**config.mk**
```make
export PLATFORM = sky130hd
export DESIGN_NAME = csr_index_generator
export DESIGN_NICKNAME = d
export VERILOG_FILES = /design/src/source/csr_index_pkg.sv /design/src/source/csr_index_generator.sv /design/src/source/index_counter.sv /design/src/source/index_gen_fsm.sv /design/src/source/request_builder.sv /design/src/source/request_fifo.sv
export SDC_FILE = /design/constraint.sdc
export NUM_CORES = 2
export LEC_CHECK = 0
export BUFFER_PORTS_ARGS = -buffer_cell sky130_fd_sc_hd__buf_2
export CORE_MARGIN = 3
export CORE_UTILIZATION = 25
export DETAILED_ROUTE_END_ITERATION = 8
export PLACE_DENSITY = 0.38
export SYNTH_ARGS = -nofsm -noshare
export SYNTH_HDL_FRONTEND = slang
export SYNTH_SLANG_ARGS = --single-unit
```
**constraint.sdc**
```tcl
create_clock -name ap_clk -period 4.6 [get_ports ap_clk]
set_input_delay 0.69 -clock ap_clk [delete_from_list [all_inputs] [get_ports ap_clk]]
set_output_delay 0.69 -clock ap_clk [all_outputs]
set_load 0.1 [all_outputs]
```
**src/source/csr_index_pkg.sv**
```systemverilog
// Shared widths, FIFO sizing and struct types for the CSR index generator and its testbench
`default_nettype none

package csr_index_pkg;

    // ------------------------------
    // Widths
    // ------------------------------
    localparam int unsigned INDEX_W = 32;
    localparam int unsigned ADDR_W  = 32;
    localparam int unsigned SHIFT_W = 5;

    // ------------------------------
    // Request FIFO sizing
    // ------------------------------
    localparam int unsigned FIFO_DEPTH       = 16;
    // Half depth leaves room for pushes still in the builder when generation pauses
    localparam int unsigned FIFO_PROG_THRESH = 8;
    localparam int unsigned FIFO_COUNT_W     = 5;

    // ------------------------------
    // Scalar types
    // ------------------------------
    typedef logic [INDEX_W-1:0] index_t;
    typedef logic [ADDR_W-1:0]  addr_t;

    // ------------------------------
    // Configuration
    // ------------------------------

    // Edge-list range of one job, end is exclusive
    typedef struct packed {
        index_t index_start;
        index_t index_end;
        index_t stride;
    } range_cfg_t;

    // How an index turns into a memory offset
    typedef struct packed {
        addr_t              base;
        logic [SHIFT_W-1:0] shift_amount;
        logic               shift_left;
    } addr_cfg_t;

    // ------------------------------
    // Memory request
    // ------------------------------
    typedef struct packed {
        addr_t  base;
        addr_t  offset;
        index_t index;
    } request_payload_t;

    typedef struct packed {
        logic             valid;
        request_payload_t payload;
    } request_t;

endpackage : csr_index_pkg

`default_nettype wire

```
**src/source/csr_index_generator.sv**
```systemverilog
// Top level of the CSR index generator; a start pulse walks one edge-list range into the request FIFO
`default_nettype none
`timescale 1ns/1ps

module csr_index_generator (
    input  logic                      ap_clk,
    input  logic                      areset_generator,
    input  logic                      start,
    input  csr_index_pkg::range_cfg_t range_cfg,
    input  csr_index_pkg::addr_cfg_t  addr_cfg,
    input  logic                      rd_en,
    output csr_index_pkg::request_t   request,
    output logic                      done
);

    import csr_index_pkg::*;

    index_t   count;
    logic     counter_load;
    logic     counter_enable;
    logic     push;
    logic     prog_full;
    request_t entry;

    // ------------------------------
    // Index generation
    // ------------------------------
    index_counter i_index_counter (
        .ap_clk           (ap_clk),
        .areset_generator (areset_generator),
        .load             (counter_load),
        .enable           (counter_enable),
        .load_value       (range_cfg.index_start),
        .stride           (range_cfg.stride),
        .count            (count)
    );

    index_gen_fsm i_index_gen_fsm (
        .ap_clk           (ap_clk),
        .areset_generator (areset_generator),
        .start            (start),
        .count            (count),
        .index_end        (range_cfg.index_end),
        .prog_full        (prog_full),
        .counter_load     (counter_load),
        .counter_enable   (counter_enable),
        .push             (push),
        .done             (done)
    );

    // ------------------------------
    // Request path
    // ------------------------------
    request_builder i_request_builder (
        .ap_clk           (ap_clk),
        .areset_generator (areset_generator),
        .push             (push),
        .count            (count),
        .addr_cfg         (addr_cfg),
        .entry            (entry)
    );

    request_fifo i_request_fifo (
        .ap_clk           (ap_clk),
        .areset_generator (areset_generator),
        .entry            (entry),
        .rd_en            (rd_en),
        .request          (request),
        .prog_full        (prog_full)
    );

endmodule : csr_index_generator

`default_nettype wire

```
**src/source/index_counter.sv**
```systemverilog
// Strided index counter, loaded with the range start and stepped once per generated request
`default_nettype none
`timescale 1ns/1ps

module index_counter (
    input  logic                  ap_clk,
    input  logic                  areset_generator,
    input  logic                  load,
    input  logic                  enable,
    input  csr_index_pkg::index_t load_value,
    input  csr_index_pkg::index_t stride,
    output csr_index_pkg::index_t count
);

    import csr_index_pkg::*;

    index_t count_q;

    // Load wins over enable so a new job always starts clean
    always_ff @(posedge ap_clk) begin
        if (areset_generator) begin
            count_q <= '0;
        end
        else if (load) begin
            count_q <= load_value;
        end
        else if (enable) begin
            // Increment only, wraps silently at the top of the range
            count_q <= count_q + stride;
        end
    end

    assign count = count_q;

endmodule : index_counter

`default_nettype wire

```
**src/source/index_gen_fsm.sv**
```systemverilog
// Job sequencer: loads the counter, pushes requests while in range, pauses on FIFO back-pressure
`default_nettype none
`timescale 1ns/1ps

module index_gen_fsm (
    input  logic                  ap_clk,
    input  logic                  areset_generator,
    input  logic                  start,
    input  csr_index_pkg::index_t count,
    input  csr_index_pkg::index_t index_end,
    input  logic                  prog_full,
    output logic                  counter_load,
    output logic                  counter_enable,
    output logic                  push,
    output logic                  done
);

    import csr_index_pkg::*;

    typedef enum logic [2:0] {
        ST_IDLE,
        ST_LOAD,
        ST_BUSY,
        ST_PAUSE,
        ST_DONE
    } state_t;

    state_t state;
    state_t next_state;
    logic   in_range;
    logic   gen_ok;

    // Unsigned compare, the end index is exclusive
    assign in_range = (count < index_end);
    // A push is allowed only when there is range left and FIFO room
    assign gen_ok   = in_range & ~prog_full;

    // ------------------------------
    // State register
    // ------------------------------
    always_ff @(posedge ap_clk) begin
        if (areset_generator) begin
            state <= ST_IDLE;
        end
        else begin
            state <= next_state;
        end
    end

    // ------------------------------
    // Next state
    // ------------------------------
    always_comb begin
        next_state = state;
        case (state)
            ST_IDLE: begin
                if (start) begin
                    next_state = ST_LOAD;
                end
            end
            ST_LOAD: begin
                next_state = ST_BUSY;
            end
            ST_BUSY: begin
                if (!in_range) begin
                    next_state = ST_DONE;
                end
                else if (prog_full) begin
                    next_state = ST_PAUSE;
                end
            end
            ST_PAUSE: begin
                // Resume once the consumer has drained below the threshold
                if (!prog_full) begin
                    next_state = ST_BUSY;
                end
            end
            ST_DONE: begin
                next_state = ST_IDLE;
            end
            default: begin
                next_state = ST_IDLE;
            end
        endcase
    end

    // ------------------------------
    // Output decode
    // ------------------------------
    assign counter_load   = (state == ST_LOAD);
    // Counter steps on the same edge the builder samples the index
    assign push           = (state == ST_BUSY) & gen_ok;
    assign counter_enable = push;
    assign done           = (state == ST_DONE);

endmodule : index_gen_fsm

`default_nettype wire

```
**src/source/request_builder.sv**
```systemverilog
// Registers one memory request per push, with the configured base and the shifted index as offset
`default_nettype none
`timescale 1ns/1ps

module request_builder (
    input  logic                     ap_clk,
    input  logic                     areset_generator,
    input  logic                     push,
    input  csr_index_pkg::index_t    count,
    input  csr_index_pkg::addr_cfg_t addr_cfg,
    output csr_index_pkg::request_t  entry
);

    import csr_index_pkg::*;

    addr_t offset_comb;

    // Element size scaling, upper bits drop off on a left shift
    always_comb begin
        if (addr_cfg.shift_left) begin
            offset_comb = count << addr_cfg.shift_amount;
        end
        else begin
            offset_comb = count >> addr_cfg.shift_amount;
        end
    end

    // Valid doubles as the FIFO write strobe
    always_ff @(posedge ap_clk) begin
        if (areset_generator) begin
            entry.valid <= 1'b0;
        end
        else begin
            entry.valid <= push;
        end
    end

    always_ff @(posedge ap_clk) begin
        entry.payload.base   <= addr_cfg.base;
        entry.payload.offset <= offset_comb;
        entry.payload.index  <= count;
    end

endmodule : request_builder

`default_nettype wire

```
**src/source/request_fifo.sv**
```systemverilog
// Show-ahead request FIFO; the oldest entry is always on the output, prog_full throttles the generator
`default_nettype none
`timescale 1ns/1ps

module request_fifo (
    input  logic                    ap_clk,
    input  logic                    areset_generator,
    input  csr_index_pkg::request_t entry,
    input  logic                    rd_en,
    output csr_index_pkg::request_t request,
    output logic                    prog_full
);

    import csr_index_pkg::*;

    request_payload_t                mem [FIFO_DEPTH];
    logic [$clog2(FIFO_DEPTH)-1:0]   wr_ptr;
    logic [$clog2(FIFO_DEPTH)-1:0]   rd_ptr;
    logic [FIFO_COUNT_W-1:0]         occupancy;
    logic                            do_write;
    logic                            do_read;

    assign do_write = entry.valid;
    // Pop on empty is dropped here
    assign do_read  = rd_en & (occupancy != '0);

    // ------------------------------
    // Storage
    // ------------------------------
    always_ff @(posedge ap_clk) begin
        if (do_write) begin
            mem[wr_ptr] <= entry.payload;
        end
    end

    // ------------------------------
    // Pointers and occupancy
    // ------------------------------
    always_ff @(posedge ap_clk) begin
        if (areset_generator) begin
            wr_ptr    <= '0;
            rd_ptr    <= '0;
            occupancy <= '0;
        end
        else begin
            if (do_write) begin
                wr_ptr <= wr_ptr + 1'b1;
            end
            if (do_read) begin
                rd_ptr <= rd_ptr + 1'b1;
            end
            case ({do_write, do_read})
                2'b10:   occupancy <= occupancy + 1'b1;
                2'b01:   occupancy <= occupancy - 1'b1;
                default: occupancy <= occupancy;
            endcase
        end
    end

    assign request.valid   = (occupancy != '0);
    assign request.payload = mem[rd_ptr];
    assign prog_full       = (occupancy >= FIFO_COUNT_W'(FIFO_PROG_THRESH));

endmodule : request_fifo

`default_nettype wire

```
==> flow_summary.json <==
{
  "status": "complete, no violations",
  "cts_tree": "yes",
  "synth.distinct_cells": 67,
  "crit_chain": "buf_12, mux4_2, mux4_2, buf_2",
  "synth_seq_area_share_pct": 72.82,
  "io_buffers": 235,
  "pwr-share-clk_pct": 36.5,
  "clk_latency_ns": 0.81,
  "cp-start-kind": "flop",
  "hp-class": "in -> reg",
  "overflow": 0,
  "cp_max_fo": 53,
  "die_h_microns": 525.4,
  "cts_resized": 0,
  "slowest_stage": "dfxtp_4",
  "worstSetupPathType": "reg -> out",
  "finalSetupViolations": 0,
  "cts_buffer_depth": 3,
  "fill_cells": 26090,
  "yosysWarnings": 0,
  "routed_wl_microns": 202900,
  "synthAdderAreaFrac_pct": 1.377,
  "nets": 3922,
  "top_usage_layer": "met2",
  "start_util_pct": 25.15,
  "detail-route-antenna-nets": 0,
  "maxCapViolCount": 0,
  "combPwrFrac_pct": 19.7,
  "synth_nets": 3516,
  "layout-drive-gt1-share_pct": 31.53,
  "reg2reg_to": "i_index_counter.count[31]$_SDFFE_PP0P_",
  "met3_usage_pct": 2.546,
  "period_needed_ns": 4.309,
  "tightest_slew_ns": 1.047,
  "synth_area_sq_um": 67430,
  "reg2regPathDepth": 11,
  "clk_pin_slew_ns": 0.06,
  "hold_viol_final": 0,
  "numCtsBuffers": 188,
  "drc_errors": 0,
  "cp.required_ns": 3.91,
  "syn_inst": 3305,
  "synth_top_flop_cell": "edfxtp_1",
  "crit_path_max_incr_delay_ns": 0.72,
  "synth_top_family_by_area": "multiplexers",
  "switching_share_pct": 28.74,
  "vias": 33970,
  "switching_power_w": 0.01174,
  "r2r_setup_slack_ns": 1.12,
  "crit_arrival_ns": 3.62,
  "tns_ns": 0,
  "synthSimpleGateAreaFrac_pct": 2.433,
  "rsz0062_at_grt": "false",
  "grt_use_met1_pct": 20.59,
  "post-route-util_pct": 30.01,
  "syn_to_final_growth_pct": 19.33,
  "p_per_area_nw_per_um2": 507.5,
  "synth_xor_area_share_pct": 0.3637,
  "cts_max_level": 4,
  "core_area_sq_um": 268200,
  "die_area_sq_um": 276000,
  "viasPerCell": 4.573,
  "endpoint_kind": "output pin",
  "drv_slew": 0,
  "antenna_found_initial": 19,
  "cts-root-buf": "clkbuf_16",
  "cellLeakagePower_nw": 25.80,
  "grt_pass1_vias": 36050,
  "drtPass1Iterations": 7,
  "hpwlAfterDp_microns": 116700,
  "num_io_pins": 236,
  "grt_start_max_net_pins": 77,
  "cpMostUsedCell": "mux4_2",
  "holdWs_ns": 0.1795,
  "avgSynthCellArea_sq_um": 20.40,
  "wl_per_cell_microns": 27.32,
  "irDropWorstVdd_v": 0.0002991,
  "internal_power_w": 0.02910,
  "finalCritPeriodShare_pct": 93.68,
  "clock-sinks": 1685,
  "cp-endpoint": "request[40]",
  "synth-compound-area-share_pct": 3.180,
  "worstHoldPathCells": 3,
  "synth_edf_count": 1536,
  "die_x_microns": 525.4,
  "globalplace.congestion": 0.7906,
  "grtUsageMet2_pct": 23.13,
  "p_seq_share_pct": 43.8,
  "max_freq_mhz": 232.1,
  "finClkSkew_ns": 0.03810,
  "synthMuxAreaShare_pct": 18.45,
  "groute.usage.overall_pct": 14.56,
  "row_count": 190,
  "ys_ff_latch": 1685,
  "r2r-start": "i_index_counter.count[13]$_SDFFE_PP0P_",
  "drt_iter0_drc": 2766,
  "slew_headroom_pct": 30.23,
  "synthArstFlopShare_pct": 0,
  "grt_pass1_wl_microns": 286400
}
[registers in the layout, indices dropped and copies added (netlist names), named ones only]
name / cells
i_index_counter.count: 32
i_index_gen_fsm.state: 3
i_request_builder.entry: 97
i_request_fifo.mem: 1536
i_request_fifo.occupancy: 5
i_request_fifo.rd_ptr: 4
i_request_fifo.wr_ptr: 4
[kinds of logic after synthesis]
logic type                 after synthesis
buffers and inverters                  233
xor gates and xnor gates                28
muxes                                  624
DFF                                   1685
adders and majority gates               73
and+or+nand+nor                        347
AOI/OAI and AO/OA                      315
[repair_timing]
| item | in CTS | in global routing |
|---|---|---|
| hold buffers | 32 | 0 |
| endpoints found under the hold margin | 32 | 0 |
| buffers inserted | 0 | 0 |
[power groups by stage]
stage          sequential [W]  combinational (W)  clock (W)
6_report               0.0179            0.00803     0.0149
5_1_grt                0.0180            0.00860     0.0161
4_1_cts                0.0179            0.00825     0.0155
3_5_place_dp           0.0182            0.00821          0
3_3_place_gp           0.0182            0.00826          0
2_1_floorplan          0.0179            0.00605          0
[per-stage QoR]
step                setup slack, ns  total power (W)  instances  instance area, sq um
global route                0.08784          0.04265       7422                 80450
finish                       0.2908          0.04084       7428                 80470
detailed placement           0.7521          0.02645       7041                 73940
global placement             0.7788          0.02647       7041                 73940
CTS                          0.1640          0.04162       7421                 80450
floorplan                    0.9876          0.02394       3305                 67430
[worst max-delay path, delay by kind of cell, from the launching register on]
| kind | cells | cell delay (ns) |
|---|---|---|
| buffers and inverters | 2 | 0.75 |
| DFF | 1 | 0.72 |
| muxes | 2 | 1.17 |
[per-layer routing]
metal / wire (microns) / vias up
met2: 94770 / 815
li1: - / 14550
met1: 94240 / 18360
met3: 9156 / 241
met4: 4720 / 2
met5: 12 / -
[layout make-up]
type,count,area (sq um),area share [%]
diodes,7,17.52,0.02177
clock buffers,257,5278,6.559
clock inverters,91,910.9,1.132
inverters,51,191.4,0.2379
multi-input cells,1387,17440,21.68
flip-flops and latches,1685,49120,61.05
well taps,3552,4444,5.523
repair buffers,398,3058,3.800
[cell usage in the layout (no fill, tap or decap), types with 14 or more instances in the layout]
master         count
edfxtp_1        1536
mux4_2           494
buf_2            234
clkbuf_16        191
dfxtp_1          145
mux2i_1          117
nor2_1           111
nand2_1           92
o21ai_0           91
buf_4             86
a21oi_1           80
ha_1              71
inv_1             50
buf_12            46
clkbuf_1          41
clkinv_2          34
a21o_1            33
dlygate4sd3_1     32
nand2b_1          31
clkinv_1          28
clkbuf_8          25
nor3_1            19
nand4_1           18
and2_4            17
o22ai_1           16
xor2_1            15
a311oi_2          14
[cells in the mapped netlist (33+ instances only)]
cell | instances | area [sq um]
edfxtp_1 | 1536 | 46120
mux4_2 | 494 | 11130
dfxtp_1 | 149 | 2983
clkbuf_1 | 128 | 480.5
mux2i_1 | 117 | 1171
nor2_1 | 111 | 416.7
nand2_1 | 93 | 349.1
o21ai_0 | 91 | 455.4
a21oi_1 | 80 | 400.4
ha_1 | 71 | 888.4
inv_1 | 50 | 187.7
buf_1 | 40 | 150.1
a21o_1 | 33 | 247.7
[how the worst min path moves through the flow]
stage                                              from                                       end
2_1_floorplan    i_index_counter.count[20]$_SDFFE_PP0P_       i_request_builder.entry[20]$_DFF_P_
3_3_place_gp   i_request_fifo.occupancy[4]$_SDFFE_PP0P_  i_request_fifo.occupancy[4]$_SDFFE_PP0P_
3_5_place_dp   i_request_fifo.occupancy[4]$_SDFFE_PP0P_  i_request_fifo.occupancy[4]$_SDFFE_PP0P_
4_1_cts                                   range_cfg[84]    i_index_counter.count[20]$_SDFFE_PP0P_
5_1_grt                                   range_cfg[65]     i_index_counter.count[1]$_SDFFE_PP0P_
6_report                                  range_cfg[65]     i_index_counter.count[1]$_SDFFE_PP0P_
Power figures use the tool's default switching activity.
